<file path="src/rtl/uart_hello_defines.svh">
// Fixed build constants: 87 clocks per bit gives 115200 baud only from a 10 MHz clock
`ifndef UART_HELLO_DEFINES_SVH
`define UART_HELLO_DEFINES_SVH

// Clock cycles per serial bit, 10 MHz / 115200 rounded
`define CLKS_PER_BIT 87

// FIFO entries, must stay a power of two
`define FIFO_DEPTH 16

// Bytes in the repeated message, CR and LF included
`define MSG_LEN 15

`endif

</file>
<file path="src/rtl/uart_hello_pkg.sv">
// Shared types; msg_idx_t is sized from MSG_LEN, so changing the message length resizes the index
`default_nettype none

`include "uart_hello_defines.svh"

package uart_hello_pkg;

  // One data byte on every link
  typedef logic [7:0] byte_t;

  // Message table index, wide enough for MSG_LEN entries
  typedef logic [$clog2(`MSG_LEN)-1:0] msg_idx_t;

  // Transmitter FSM states, 8N1 frame order
  typedef enum logic [1:0] {
    IDLE,
    START,
    DATA,
    STOP
  } tx_state_e;

endpackage

`default_nettype wire

</file>
<file path="src/rtl/message_source.sv">
// Writes at most one byte every other cycle so that full_i always includes the last write
`timescale 1ns/1ps
`default_nettype none

`include "uart_hello_defines.svh"

module message_source (
  input  logic                  clk_i,
  input  logic                  arst_n_i,
  input  logic                  enable_i,
  output uart_hello_pkg::byte_t wr_data_o,
  output logic                  wr_en_o,
  input  logic                  full_i
);

  import uart_hello_pkg::*;

  // Message text, ready from reset
  localparam byte_t MSG_TABLE [0:`MSG_LEN-1] = '{
    8'h48,  // H
    8'h65,  // e
    8'h6C,  // l
    8'h6C,  // l
    8'h6F,  // o
    8'h2C,  // ,
    8'h20,  // space
    8'h46,  // F
    8'h69,  // i
    8'h66,  // f
    8'h6F,  // o
    8'h21,  // !
    8'h21,  // !
    8'h0D,  // CR
    8'h0A   // LF
  };

  localparam msg_idx_t LAST_IDX = msg_idx_t'(`MSG_LEN - 1);

  msg_idx_t idx_q;
  logic     push;

  // A pending write is not yet seen by full_i, so wait it out
  assign push = enable_i && !full_i && !wr_en_o;

  // Index and write strobe
  always_ff @(posedge clk_i or negedge arst_n_i) begin
    if (!arst_n_i) begin
      idx_q   <= '0;
      wr_en_o <= 1'b0;
    end else begin
      wr_en_o <= push;
      if (push) begin
        if (idx_q == LAST_IDX) begin
          idx_q <= '0;
        end else begin
          idx_q <= idx_q + 1'b1;
        end
      end
    end
  end

  // Byte that goes with the strobe
  always_ff @(posedge clk_i) begin
    if (push) begin
      wr_data_o <= MSG_TABLE[idx_q];
    end
  end

endmodule

`default_nettype wire

</file>
<file path="src/rtl/byte_fifo.sv">
// First-word-fall-through byte FIFO; DEPTH must be a power of two and writers must respect full_o
`timescale 1ns/1ps
`default_nettype none

`include "uart_hello_defines.svh"

module byte_fifo #(
  parameter int DEPTH = `FIFO_DEPTH
) (
  input  logic                  clk_i,
  input  logic                  arst_n_i,
  input  logic                  wr_en_i,
  input  uart_hello_pkg::byte_t wr_data_i,
  input  logic                  rd_en_i,
  output uart_hello_pkg::byte_t rd_data_o,
  output logic                  empty_o,
  output logic                  full_o
);

  import uart_hello_pkg::*;

  localparam int AW = $clog2(DEPTH);

  // Storage, contents are don't-care after reset
  byte_t mem [0:DEPTH-1];

  // Extra MSB tells a full buffer from an empty one
  logic [AW:0] wr_ptr_q;
  logic [AW:0] rd_ptr_q;

  logic [AW-1:0] wr_addr;
  logic [AW-1:0] rd_addr;

  assign wr_addr = wr_ptr_q[AW-1:0];
  assign rd_addr = rd_ptr_q[AW-1:0];

  // Pointers
  always_ff @(posedge clk_i or negedge arst_n_i) begin
    if (!arst_n_i) begin
      wr_ptr_q <= '0;
      rd_ptr_q <= '0;
    end else begin
      if (wr_en_i) begin
        wr_ptr_q <= wr_ptr_q + 1'b1;
      end
      if (rd_en_i) begin
        rd_ptr_q <= rd_ptr_q + 1'b1;
      end
    end
  end

  // Write port
  always_ff @(posedge clk_i) begin
    if (wr_en_i) begin
      mem[wr_addr] <= wr_data_i;
    end
  end

  // Head entry is always on the output
  assign rd_data_o = mem[rd_addr];

  assign empty_o = (wr_ptr_q == rd_ptr_q);
  assign full_o  = (wr_ptr_q[AW] != rd_ptr_q[AW]) && (wr_addr == rd_addr);

endmodule

`default_nettype wire

</file>
<file path="src/rtl/uart_tx.sv">
// 8N1 transmitter at a fixed CLKS_PER_BIT rate; tx_o is registered and trails the FSM by one cycle
`timescale 1ns/1ps
`default_nettype none

`include "uart_hello_defines.svh"

module uart_tx (
  input  logic                  clk_i,
  input  logic                  arst_n_i,
  input  uart_hello_pkg::byte_t rd_data_i,
  input  logic                  empty_i,
  output logic                  rd_en_o,
  output logic                  busy_o,
  output logic                  tx_o
);

  import uart_hello_pkg::*;

  localparam int CNT_W = $clog2(`CLKS_PER_BIT);
  localparam logic [CNT_W-1:0] CNT_LAST = CNT_W'(`CLKS_PER_BIT - 1);

  tx_state_e        state_q;
  logic [CNT_W-1:0] clk_cnt_q;
  logic [2:0]       bit_cnt_q;
  byte_t            shift_q;
  logic             bit_done;
  logic             line_d;

  // Last cycle of the current bit period
  assign bit_done = (clk_cnt_q == CNT_LAST);

  // Pop only from IDLE; the state change makes it a single pulse
  assign rd_en_o = (state_q == IDLE) && !empty_i;

  assign busy_o = (state_q != IDLE);

  // Line level for the current state
  always_comb begin
    case (state_q)
      START:   line_d = 1'b0;
      DATA:    line_d = shift_q[0];
      default: line_d = 1'b1;
    endcase
  end

  // Bit-period counter, held at zero while idle
  always_ff @(posedge clk_i or negedge arst_n_i) begin
    if (!arst_n_i) begin
      clk_cnt_q <= '0;
    end else if (state_q == IDLE || bit_done) begin
      clk_cnt_q <= '0;
    end else begin
      clk_cnt_q <= clk_cnt_q + 1'b1;
    end
  end

  // Frame FSM and output register
  always_ff @(posedge clk_i or negedge arst_n_i) begin
    if (!arst_n_i) begin
      state_q   <= IDLE;
      bit_cnt_q <= '0;
      tx_o      <= 1'b1;
    end else begin
      tx_o <= line_d;
      case (state_q)
        IDLE: begin
          if (rd_en_o) begin
            state_q <= START;
          end
        end
        START: begin
          if (bit_done) begin
            state_q   <= DATA;
            bit_cnt_q <= '0;
          end
        end
        DATA: begin
          if (bit_done) begin
            if (bit_cnt_q == 3'd7) begin
              state_q <= STOP;
            end else begin
              bit_cnt_q <= bit_cnt_q + 1'b1;
            end
          end
        end
        STOP: begin
          if (bit_done) begin
            state_q <= IDLE;
          end
        end
        default: begin
          state_q <= IDLE;
        end
      endcase
    end
  end

  // Byte captured on the pop edge, LSB goes out first
  always_ff @(posedge clk_i) begin
    if (rd_en_o) begin
      shift_q <= rd_data_i;
    end else if (state_q == DATA && bit_done) begin
      shift_q <= {1'b0, shift_q[7:1]};
    end
  end

endmodule

`default_nettype wire

</file>
<file path="src/rtl/uart_hello_top.sv">
// Board top: repeats the fixed message on uart_tx_o, no receive path and no baud selection
`timescale 1ns/1ps
`default_nettype none

module uart_hello_top (
  input  logic clk_i,
  input  logic arst_n_i,
  input  logic enable_i,
  output logic uart_tx_o,
  output logic led_full_o,
  output logic led_busy_o
);

  import uart_hello_pkg::*;

  // Source to FIFO
  byte_t wr_data;
  logic  wr_en;
  logic  fifo_full;

  // FIFO to transmitter
  byte_t rd_data;
  logic  fifo_empty;
  logic  rd_en;

  logic  tx_busy;

  message_source u_source (
    .clk_i     (clk_i),
    .arst_n_i  (arst_n_i),
    .enable_i  (enable_i),
    .wr_data_o (wr_data),
    .wr_en_o   (wr_en),
    .full_i    (fifo_full)
  );

  byte_fifo u_fifo (
    .clk_i     (clk_i),
    .arst_n_i  (arst_n_i),
    .wr_en_i   (wr_en),
    .wr_data_i (wr_data),
    .rd_en_i   (rd_en),
    .rd_data_o (rd_data),
    .empty_o   (fifo_empty),
    .full_o    (fifo_full)
  );

  uart_tx u_tx (
    .clk_i     (clk_i),
    .arst_n_i  (arst_n_i),
    .rd_data_i (rd_data),
    .empty_i   (fifo_empty),
    .rd_en_o   (rd_en),
    .busy_o    (tx_busy),
    .tx_o      (uart_tx_o)
  );

  // Status LEDs
  assign led_full_o = fifo_full;
  assign led_busy_o = tx_busy;

endmodule

`default_nettype wire

</file>
<file path="config.mk">
export PLATFORM = sky130hd
export DESIGN_NAME = uart_hello_top
export DESIGN_NICKNAME = d
export VERILOG_FILES = /design/src/rtl/uart_hello_pkg.sv /design/src/rtl/message_source.sv /design/src/rtl/byte_fifo.sv /design/src/rtl/uart_tx.sv /design/src/rtl/uart_hello_top.sv
export VERILOG_INCLUDE_DIRS = /design/src /design/src/rtl
export SDC_FILE = /design/constraint.sdc
export NUM_CORES = 1
export LEC_CHECK = 0
export BUFFER_PORTS_ARGS = -buffer_cell sky130_fd_sc_hd__buf_2
export CORE_ASPECT_RATIO = 2
export CORE_MARGIN = 2
export CORE_UTILIZATION = 35
export CTS_CLUSTER_DIAMETER = 120
export DETAILED_ROUTE_END_ITERATION = 12
export GPL_TIMING_DRIVEN = 0
export SYNTH_ARGS = -nofsm -noshare
export SYNTH_HDL_FRONTEND = slang
export SYNTH_HIERARCHICAL = 1
export SYNTH_SLANG_ARGS = --single-unit
export TNS_END_PERCENT = 10
</file>
<file path="constraint.sdc">
create_clock -name clk_i -period 2.8 [get_ports clk_i]
set_input_delay 0.42 -clock clk_i [delete_from_list [all_inputs] [get_ports clk_i]]
set_output_delay 0.42 -clock clk_i [all_outputs]
set_load 0.05 [all_outputs]
</file>
# After elaboration in Yosys (flattened, before gate mapping)
# Memories as Yosys holds them, arrays and structs flattened. A register that Yosys moved wholly into a read port is not among the register bits.
# Index checks and enable logic that the tools add are counted.
[totals]
mem_bits_rw = 128
in_bits = 3
rom_bits = 128
output_inout_bits = 3
register_bits = 36
mem_count = 2
[memory_table]
columns = ["memory", "words", "width", "read_ports", "rd_clocked_by_memory_dff", "write_ports", "line", "source"]
rows = [
  ["(no name shown)", 16, 8, 1, 1, 0, "message_source.sv:65", "wr_data_o <= MSG_TABLE[idx_q];"],
  ["u_fifo.mem", 16, 8, 1, 0, 1, "byte_fifo.sv:25", "byte_t mem [0:DEPTH-1];"],
]
[op_classes]
add_sub_neg = 5
n_mux = 17
eq_ne = 15
bitwise_logic = 1
reduce_logical = 15
[op_table]
columns = ["op", "count"]
rows = [
  ["two-way mux 8 bit", 2],
  ["adder 5 x 1 -> 5 bit (second input constant)", 2],
  ["two-way mux 2 bit", 5],
  ["two-way mux 3 bit", 3],
  ["!= test 2 x 1 -> 1 bit (second input constant)", 4],
  ["case mux 2 bit (4 select lines)", 1],
  ["adder 7 x 1 -> 7 bit (second input constant)", 1],
  ["== test 7 bit (second input constant)", 1],
  ["two-way mux 7 bit", 1],
  ["case mux 3 bit (2 select lines)", 1],
  ["nonzero test 2 bit", 3],
  ["== test 5 bit", 1],
  ["logical AND 1 bit", 5],
  ["inverter 4 -> 5 bit", 1],
  ["AND reduction 5 bit", 1],
  ["adder 4 x 1 -> 4 bit (second input constant)", 1],
  ["== test 2 bit (second input constant)", 2],
  ["== test 4 bit", 1],
  ["== test 4 bit (second input constant)", 1],
  ["two-way mux 4 bit", 1],
  ["!= test 2 bit (second input constant)", 2],
  ["AND reduction 4 bit", 1],
  ["adder 3 x 1 -> 3 bit (second input constant)", 1],
  ["== test 3 bit (second input constant)", 1],
  ["other kinds (7)", 10],
]

# Longest topological paths before layout
# Gate-level depths: netlist of run 1.
[logic_depth]
ltp_word = 5
mapped_depth = 9
ltp_nobuf = 7

# Modules after synthesis
# Netlist of run 1, hierarchy kept.
[by_module_without_submodules]
columns = ["mod", "cells_each", "n_inst", "area_per_inst_um2", "seq_area_each_um2"]
rows = [
  ["byte_fifo", 287, 1, 5577.8, 4093.9],
  ["uart_tx", 90, 1, 1073.5, 566.8],
  ["message_source", 67, 1, 685.7, 305.3],
]

# Least setup slack after synthesis of run 1
# Ideal clock, no wire load.
[synth_path]
path_type = "flip-flop to flip-flop"
startpoint = "reg u_fifo.rd_ptr_q[1]"
endpoint = "reg u_source.idx_q[3]"
n_path_buf = 2
setup_time_ns = 0.131
stages_incl_launch_ff = 10
slack_ns = 0.374
required_ns = 2.669
arrival_ns = 2.296
path_cell_list = "dfrtp_1 > buf_2 > buf_2 > xnor2_1 > nand4_1 > nor2_1 > or3b_4 > clkinv_4 > a41oi_2 > a31oi_1"
[synth_via]
elab_chain_len = 5
[synth_rtl]
columns = ["element", "line", "source"]
rows = [
  ["start: declaration", "byte_fifo.sv:29", "logic [AW:0] rd_ptr_q;"],
  ["start signal: assignment", "byte_fifo.sv:47", "rd_ptr_q <= rd_ptr_q + 1'b1;"],
  ["== test 4 bit", "byte_fifo.sv:63", "assign full_o = (wr_ptr_q[AW] != rd_ptr_q[AW]) && (wr_addr == rd_addr);"],
  ["logical AND 1 bit", "byte_fifo.sv:63", ""],
  ["net led_full_o", "uart_hello_top.sv:10", "output logic led_full_o,"],
  ["logical NOT 1 bit", "message_source.sv:43", "assign push = enable_i && !full_i && !wr_en_o;"],
  ["logical AND 1 bit (2 in series)", "message_source.sv:43", ""],
  ["net u_source.push", "message_source.sv:40", "logic push;"],
  ["end signal: assignment", "message_source.sv:56", "idx_q <= idx_q + 1'b1;"],
  ["end: declaration", "message_source.sv:39", "msg_idx_t idx_q;"],
]
# The timed path passes the listed nets, and every way through them passes these cells.
# A chain may end at the register's enable or synchronous reset.

# Worst setup path after layout of run 1
[layout_path]
startpoint = "reg u_fifo.rd_ptr_q[1]"
endpoint = "out led_full_o"
[layout_via]
elab_chain_len = 2
[layout_rtl]
columns = ["element", "line"]
rows = [
  ["== test 4 bit", "byte_fifo.sv:63"],
  ["logical AND 1 bit", "byte_fifo.sv:63"],
  ["end: declaration", "uart_hello_top.sv:10"],
]
# No other way between the ends.

==> results.json, run 1 <==
{
  "status": "completed",
  "post_cts_resized": 0,
  "hold_viol_final": 0,
  "synthArstFlopShare": 0.165,
  "finalSetupViolations": 0,
  "power.total_mw": 8.76,
  "port_buffers": 5,
  "final_design_area_no_fill_um2": 8260,
  "min_period_over_period": 0.942,
  "ys_types": 48,
  "period_minus_slack_ns": 2.64,
  "cts_tree": "yes",
  "finalMaxSlewViolations": 0,
  "clk_pin_slew_ns": 0.07,
  "clockRootBuffer": "clkbuf_16",
  "routed_wl_mm": 13.7,
  "r2r_end": "u_tx/shift_q[6]",
  "rsz0062_at_grt": "false",
  "start_util": 0.354,
  "crit_path_start_kind": "flop",
  "place_congestion": 0.801,
  "power-per-cell-area_nw_per_um2": 1060,
  "fin_nets": 493,
  "clock_path_buffers": 2,
  "slew_headroom": 0.0964,
  "worst_hold_path_type": "in2async",
  "synth_area_um2": 7340,
  "clock_sinks": 170,
  "antenna_found_initial": 0,
  "finalSetupTns_ns": 0,
  "dieWidth_um": 106,
  "post_cts_buffers": 0,
  "r2r_slack_ns": 0.36,
  "drive_above_1_share": 0.168,
  "core_um2": 20700,
  "track_usage": 0.132,
  "route.detailed.drc": 0,
  "io-pin-count": 6,
  "dp_slack_ns": 0.341,
  "ys_ff_latch": 170,
  "overflow": 0,
  "maxCapViolations": 0,
  "grt_pass1_wl_mm": 21.6,
  "p_leak_nw": 2.92,
  "grt_max_degree": 29,
  "dpl-instance-area_um2": 7700,
  "synth-warning-count": 6,
  "die_h_um": 209,
  "grt_pass1_vias": 3773,
  "drtIter0Drc": 239,
  "fp-row-count": 75,
  "cp-end-kind": "primary output",
  "path_max_fanout": 10,
  "max_freq_ghz": 0.379,
  "vias": 3715,
  "synth_cells": 444,
  "numPlacedInstances": 719,
  "area_delta_synth_final_pct": 12.6,
  "antenna_cells": 0,
  "die_area_um2": 22200,
  "reg2reg_depth": 7,
  "clock_latency_ns": 0.42,
  "cp.required_ns": 2.38,
  "ys_seq_area_frac": 0.677,
  "worstSetupStartpoint": "u_fifo/rd_ptr_q[1]",
  "fin_cells": 751,
  "htreeDepth": 4,
  "hpwlAfterDp_mm": 9.08,
  "arrival_ns": 2.22,
  "fin_ws_ns": 0.163,
  "drtAntennaViolNets": 0,
  "hold_buffers": 0,
  "synthFlopType": "edfxtp_1",
  "cts_buffers": 17,
  "worst_pin_slew_ns": 1.35,
  "criticalPathCategory": "reg2out",
  "avgViaCountPerCell": 4.95,
  "vdd_drop_max_mv": 0.722,
  "r2r_start": "u_fifo/rd_ptr_q[1]",
  "crit_end": "led_full_o",
  "fin_skew_ns": 0.00372,
  "drt_first_pass_iters": 5,
  "synth_edf_count": 142,
  "wl_per_cell_um": 18.3,
  "syn_area_per_cell_um2": 16.5
}
registers in the layout, indices dropped and copies added (netlist names):
register	count
u_tx/state_q	2
u_fifo/mem	128
u_tx/tx_o	1
u_tx/clk_cnt_q	7
u_source/wr_en_o	1
u_source/idx_q	4
u_tx/bit_cnt_q	3
u_source/wr_data_o	6
u_tx/shift_q	8
u_fifo/rd_ptr_q	5
u_fifo/wr_ptr_q	5
final cells by class:
| type | instances | area (um2) |
|---|---|---|
| Buffer | 22 | 136 |
| Clock buffer | 17 | 425 |
| Clock inverter | 15 | 128 |
| Fill cell | 1875 | 12500 |
| Inverter | 12 | 50.0 |
| Multi-Input combinational cell | 241 | 2190 |
| Sequential cell | 170 | 4970 |
| Tap cell | 269 | 337 |
| Timing Repair Buffer | 5 | 25.0 |
how the worst min path moves through the flow:
stage               startpoint                 end
3_3_place_gp   u_tx/shift_q[0]           u_tx/tx_o
3_5_place_dp   u_tx/shift_q[0]           u_tx/tx_o
5_1_grt               arst_n_i     u_tx/state_q[1]
2_1_floorplan         arst_n_i  u_fifo/rd_ptr_q[0]
6_report              arst_n_i     u_tx/state_q[1]
4_1_cts               arst_n_i     u_tx/state_q[1]
metrics by stage:
step / hold WS, ns / utilization
2_1_floorplan: 0.124 / -
3_3_place_gp: 0.443 / 0.371
3_5_place_dp: 0.442 / 0.371
4_1_cts: 0.0525 / 0.398
5_1_grt: 0.0862 / 0.398
6_report: 0.0336 / 0.398
critical path: stages, from the launching register on:
cell	delay, ns
dfrtp_1	0.34
buf_2	0.23
buf_2	0.31
xnor2_1	0.17
nand4_1	0.18
nor2_2	0.25
buf_2	0.31
layer usage:
layer / global-route usage / wire, um / share of wire / up-vias
met5: 0 / 0 / 0 / -
met4: 0.0417 / 161 / 0.012 / 0
met3: 0.0309 / 410 / 0.030 / 13
met2: 0.217 / 7100 / 0.52 / 53
met1: 0.173 / 6070 / 0.44 / 1893
li1: - / - / - / 1756
cell families (layout without fill, tap and decap cells):
group	Yosys count	in the layout	synth area share
flops	170	170	0.677
buf+inv	34	71	0.0254
simple gates	88	88	0.0600
other cells	1	2	0.000511
xor+xnor	18	18	0.0215
mux	62	62	0.135
compound gates	50	50	0.0452
fa+ha+maj	21	21	0.0358
power breakdown:
| group | internal, mW | switching (mW) | leakage (nW) |
|---|---|---|---|
| sequential | 3.39 | 0.379 | 1.63 |
| combinational | 1.20 | 1.59 | 1.02 |
| clock | 1.17 | 1.03 | 0.268 |
synthesized netlist by cell type (all sizes together), types with 3 or more instances:
cell,n,share of area
nor2,30,0.016
nor2b,3,0.0026
dfrtp,27,0.092
clkbuf,5,0.0026
mux2,9,0.014
a22oi,8,0.0082
ha,21,0.036
inv,11,0.0056
nand2,19,0.0097
a32oi,8,0.0096
edfxtp,142,0.58
xnor2,12,0.014
nand4,3,0.0026
o21ai,23,0.016
mux2i,29,0.040
nor3,5,0.0041
buf,17,0.016
mux4,24,0.081
nand3,14,0.0096
a21oi,3,0.0020
xor2,6,0.0072
nand2b,6,0.0051
cell usage in the layout (no fill, tap or decap), types with 8 or more instances in the layout:
cell | synthesis | layout
xnor2_1 | 12 | 12
nor2_1 | 29 | 28
inv_1 | 11 | 11
dfrtp_1 | 27 | 27
nand2_1 | 19 | 19
buf_2 | 9 | 14
nand3_1 | 14 | 14
edfxtp_1 | 142 | 142
mux4_2 | 10 | 10
a32oi_1 | 8 | 8
mux4_1 | 14 | 14
mux2_2 | 8 | 8
a22oi_1 | 8 | 8
ha_1 | 21 | 21
o21ai_0 | 10 | 10
mux2i_1 | 29 | 29
o21ai_1 | 12 | 12
clkbuf_16 | 0 | 17
Note: power is estimated with default switching activity, not from simulation.
==> inputs of run 2 (changes only) <==
--- a/config.mk
+++ b/config.mk
@@ -15,6 +15,5 @@
 export GPL_TIMING_DRIVEN = 0
 export SYNTH_ARGS = -nofsm -noshare
 export SYNTH_HDL_FRONTEND = slang
-export SYNTH_HIERARCHICAL = 1
 export SYNTH_SLANG_ARGS = --single-unit
 export TNS_END_PERCENT = 10
==> results.json, run 2 <==
{
  "fin_skew_ns": 0.00582,
  "die_h_um": 189,
  "arrival_ns": 2.38,
  "fin_nets": 417,
  "nFillCells": 1532,
  "p_leak_nw": 2.45,
  "clock_latency_ns": 0.41,
  "grt_pass1_wl_mm": 18.8,
  "min_period_over_period": 0.842,
  "clockRootBuffer": "clkbuf_16",
  "maxCapViolations": 0,
  "hold_buffers": 0,
  "grt_max_degree": 29,
  "syn_nets": 393,
  "cts_tree": "yes",
  "fin_cells": 612,
  "finalSetupTns_ns": 0,
  "criticalPathCategory": "reg2reg",
  "synth_area_um2": 5990,
  "drtAntennaViolNets": 0,
  "place_congestion": 0.831,
  "status": "completed",
  "rsz0062_at_grt": "false",
  "period_minus_slack_ns": 2.36,
  "final_cell_mix": "edfxtp_1 (109), dfrtp_1 (27), nor2_1 (26), nand2_1 (24), ha_1 (21)",
  "drive_above_1_share": 0.170,
  "post_cts_resized": 0,
  "largest_reg_flops": 96,
  "ys_seq_area_frac": 0.664,
  "finalMaxSlewViolations": 0,
  "slew_headroom": 0.275,
  "drt_first_pass_iters": 5,
  "final_common_cell": "edfxtp_1",
  "ys_ff_latch": 137,
  "wl_per_cell_um": 19.6,
  "ys_types": 47,
  "overflow": 0,
  "vias": 3140,
  "max_freq_ghz": 0.424,
  "reg.largest.list": "u_fifo.mem: 96 flops, u_tx.clk_cnt_q: 7 flops, u_tx.shift_q: 7 flops",
  "synthFlopType": "edfxtp_1",
  "route.detailed.drc": 0,
  "worst_pin_slew_ns": 1.08,
  "routed_wl_mm": 12.0,
  "antenna_cells": 0,
  "ys_top_cells_by_count": "edfxtp_1 (109), dfrtp_1 (27), nor2_1 (26)",
  "post_cts_buffers": 0,
  "numPlacedInstances": 581,
  "antenna_found_initial": 0,
  "track_usage": 0.146,
  "area_delta_synth_final_pct": 14.6,
  "yosysMostFrequentCell": "edfxtp_1",
  "synthArstFlopShare": 0.204,
  "die_area_um2": 18200,
  "syn_area_per_cell_um2": 16.2,
  "clock_path_buffers": 2,
  "path_max_fanout": 10,
  "top_register": "u_fifo.mem",
  "start_util": 0.357,
  "yosysTopAreaCellShare": 0.546,
  "cpPeakStageDelay_ns": 0.52,
  "synth_cells": 369,
  "dieWidth_um": 96.5,
  "worst_hold_path_type": "in2async",
  "clock_sinks": 137,
  "io-pin-count": 6,
  "hpwlAfterDp_mm": 8.78,
  "synth_area_leader_cell": "edfxtp_1",
  "synth-warning-count": 0,
  "synth_edf_count": 109,
  "hold_viol_final": 0,
  "cp-end-kind": "flop",
  "power-per-cell-area_nw_per_um2": 1150,
  "crit_path_start_kind": "flop",
  "cts_buffers": 17,
  "finalSetupViolations": 0,
  "port_buffers": 5,
  "drtIter0Drc": 131,
  "cp.required_ns": 2.82,
  "grt_pass1_vias": 3383,
  "crit_slowest_cell": "o21ai_0",
  "ys_top_cells_by_area": "edfxtp_1 (55%), dfrtp_1 (11%), mux4_2 (6.4%)",
  "reg2reg_depth": 5,
  "htreeDepth": 4,
  "crit_chain": "buf_2 > xnor2_1 > nand4_1 > o21ai_2 > o21ai_0",
  "clk_pin_slew_ns": 0.05,
  "avgViaCountPerCell": 5.13,
  "fp-row-count": 67,
  "core_um2": 16800,
  "vdd_drop_max_mv": 0.420
}
-- run 2: power breakdown --
group	internal, mW	switching [mW]
Clock	1.46	0.769
Sequential	2.82	0.374
Combinational	1.06	1.40
Total	5.35	2.54
-- run 2: critical path: cells and delay by family (launching register included) --
family	cells	cell delay [ns]
flip-flops	1	0.35
XOR/XNOR	1	0.19
buffers and inverters	1	0.19
AO/OA/AOI/OAI	2	1.02
AND/OR/NAND/NOR	1	0.20
-- run 2: through the flow --
stage	power [mW]	util	hold slack [ns]	setup slack, ns	area, um2
after global placement	5.64	0.374	0.466	0.442	6270
after global routing	8.33	0.409	0.0724	0.156	6860
after detailed placement	5.74	0.374	0.481	0.366	6270
after floorplan	4.96	-	0.124	0.838	5990
final	7.89	0.409	0.0270	0.443	6860
after CTS	7.99	0.409	0.0452	0.384	6860
-- run 2: cell families after synthesis --
group                      count (synthesis)  share of synthesized area
buffers and inverters                     28                     0.0263
AOI/OAI and AO/OA                         47                     0.0543
muxes                                     38                      0.123
xor gates and xnor gates                  19                     0.0278
and+or+nand+nor                           79                     0.0614
adders and majority gates                 21                     0.0439
DFF                                      137                      0.664
-- run 2: final cells by class --
type | count | area (um2) | area share
Clock buffer | 19 | 433 | 0.0631
Buffer | 15 | 109 | 0.0159
Timing Repair Buffer | 5 | 25.0 | 0.00365
Inverter | 13 | 48.8 | 0.00711
Sequential cell | 137 | 3980 | 0.579
Multi-Input combinational cell | 204 | 1860 | 0.271
Clock inverter | 12 | 156 | 0.0228
Tap cell | 207 | 259 | 0.0377
-- run 2: path summary, 6_finish.rpt --
path | start | end | slack, ns
min in group clk_i | enable_i | u_source.wr_en_o | 0.43
max in group asynchronous | arst_n_i | u_tx.bit_cnt_q[0] | 2.35
max | u_fifo.wr_ptr_q[3] | u_tx.shift_q[1] | 0.44
min | arst_n_i | u_source.idx_q[0] | 0.03
min reg2reg | u_tx.clk_cnt_q[0] | u_tx.clk_cnt_q[0] | 0.49
max reg2reg | u_fifo.wr_ptr_q[3] | u_tx.shift_q[1] | 0.44
-- run 2: metal layers --
metal	GRT usage	vias up	wire length [um]
li1	-	1456	-
met4	0.0818	0	433
met5	0	-	0
met3	0.0346	12	246
met1	0.129	1615	3920
met2	0.284	57	7390
==> inputs of run 3 (changes only) <==
==> constraint.sdc (replaced) <==
create_clock -name clk_i -period 2.2 [get_ports clk_i]
set_input_delay 0.33 -clock clk_i [delete_from_list [all_inputs] [get_ports clk_i]]
set_output_delay 0.33 -clock clk_i [all_outputs]
set_load 0.05 [all_outputs]
==> results.json, run 3 (same netlist as run 2, synthesis figures left out) <==
{
  "reg.largest.list": "u_fifo.mem: 96 flops, u_tx.clk_cnt_q: 7 flops, u_tx.shift_q: 7 flops",
  "clock_latency_ns": 0.41,
  "worst_pin_slew_ns": 0.717,
  "place_congestion": 0.831,
  "power-per-cell-area_nw_per_um2": 1460,
  "p_leak_nw": 2.47,
  "io-pin-count": 6,
  "fp-row-count": 67,
  "area_delta_synth_final_pct": 15.5,
  "grt_pass1_vias": 3392,
  "drive_above_1_share": 0.182,
  "fin_ws_ns": 0.0111,
  "clock_sinks": 137,
  "port_buffers": 5,
  "path_max_fanout": 10,
  "crit_slowest_cell": "mux4_2",
  "fin_nets": 418,
  "overflow": 0,
  "cp-end-kind": "flop",
  "wl_per_cell_um": 19.6,
  "numPlacedInstances": 581,
  "arrival_ns": 2.35,
  "fin_cells": 613,
  "clockRootBuffer": "clkbuf_16",
  "hold_viol_final": 0,
  "avgViaCountPerCell": 5.15,
  "largest_reg_flops": 96,
  "hpwlAfterDp_mm": 8.78,
  "htreeDepth": 4,
  "dieWidth_um": 96.5,
  "min_period_over_period": 0.995,
  "period_minus_slack_ns": 2.19,
  "cts_tree": "yes",
  "antenna_cells": 0,
  "drt_first_pass_iters": 4,
  "slew_headroom": 0.521,
  "die_h_um": 189,
  "dp_slack_ns": -0.234,
  "max_freq_ghz": 0.457,
  "vdd_drop_max_mv": 0.534,
  "track_usage": 0.146,
  "grt_pass1_wl_mm": 18.8,
  "status": "completed",
  "final_common_cell": "edfxtp_1",
  "maxCapViolations": 0,
  "core_um2": 16800,
  "vias": 3155,
  "cp.required_ns": 2.36,
  "drtIter0Drc": 127,
  "antenna_found_initial": 0,
  "crit_chain": "buf_6 > buf_12 > mux4_2 > a22oi_1 > nand2_1 > mux2_2",
  "route.detailed.drc": 0,
  "top_register": "u_fifo.mem",
  "routed_wl_mm": 12.0,
  "criticalPathCategory": "reg2reg",
  "final_util": 0.412,
  "final_cell_mix": "edfxtp_1 (109), dfrtp_1 (27), nor2_1 (26), nand2_1 (24), ha_1 (21)",
  "clk_pin_slew_ns": 0.05,
  "worst_hold_path_type": "in2reg",
  "fin_skew_ns": 0.00438,
  "drtAntennaViolNets": 0,
  "finalMaxSlewViolations": 0,
  "start_util": 0.357,
  "clock_path_buffers": 2,
  "cpPeakStageDelay_ns": 0.58,
  "crit_path_start_kind": "flop",
  "grt_max_degree": 29,
  "post_cts_buffers": 0,
  "cts_buffers": 17,
  "die_area_um2": 18200,
  "finalSetupViolations": 0,
  "rsz0062_at_grt": "true"
}
run 3: cell types whose count changed in the layout (fill, tap and decap cells not counted), sizes merged:
cell / before / now
dlygate4sd3: 0 / 1
run 3: worst paths after layout:
check / start / slack [ns] / endpoint / depth (start not counted)
setup / recovery: u_fifo.rd_ptr_q[0] / 0.01 / u_tx.shift_q[0] / 6
hold / removal: enable_i / 0.35 / u_source.wr_en_o / 3
min in group asynchronous: arst_n_i / 0.48 / u_source.idx_q[2] / 2
max in group asynchronous: arst_n_i / 1.31 / u_tx.bit_cnt_q[0] / 2
setup reg to reg: u_fifo.rd_ptr_q[0] / 0.01 / u_tx.shift_q[0] / 6
hold reg to reg: u_tx.clk_cnt_q[0] / 0.49 / u_tx.clk_cnt_q[0] / 1
run 3: metal layers:
layer / vias to the layer above / GRT usage / share of wire
met2: 49 / 0.284 / 0.61
met5: - / 0 / 0
met4: 0 / 0.0818 / 0.042
met3: 25 / 0.0346 / 0.019
met1: 1619 / 0.129 / 0.32
li1: 1462 / - / -
run 3: report_power, final:
part	internal (mW)	total [mW]	leakage (nW)	switching, mW
sequential	3.59	4.07	1.34	0.477
combinational	1.39	3.22	0.847	1.83
clock	1.86	2.84	0.284	0.981
run 3: worst max-delay path: cells and delay by family (launching register included):
kind | cells | cell delay, ns
muxes | 2 | 0.84
buffers and inverters | 2 | 0.37
AOI/OAI and AO/OA | 1 | 0.26
DFF | 1 | 0.36
and+or+nand+nor | 1 | 0.09
run 3: cell type report:
class                   instances  area [um2]
well taps                     207         259
inverters                      13        48.8
clock buffers                  19         433
fillers                      1529        9850
clock inverters                12         156
multi-input cells             204        1890
repair buffers                  6        37.5
flip-flops and latches        137        3980
plain buffers                  15         114
run 3: stage by stage:
step / TNS (ns) / power (mW) / hold slack [ns] / cell area, um2
finish: 0 / 10.1 / 0.349 / 6920
global route: -0.125 / 10.7 / 0.351 / 6920
CTS: 0 / 10.2 / 0.323 / 6890
detailed placement: -1.73 / 7.30 / 0.404 / 6270
global placement: -1.10 / 7.18 / 0.379 / 6270
floorplan: 0 / 6.31 / 0.0344 / 5990
run 3: what timing repair did:
item	CTS	global route
endpoints found under the hold margin	27	0
pin swaps	0	1
endpoints found under the setup margin	14	18
hold buffers	1	0
resized for setup	4	6
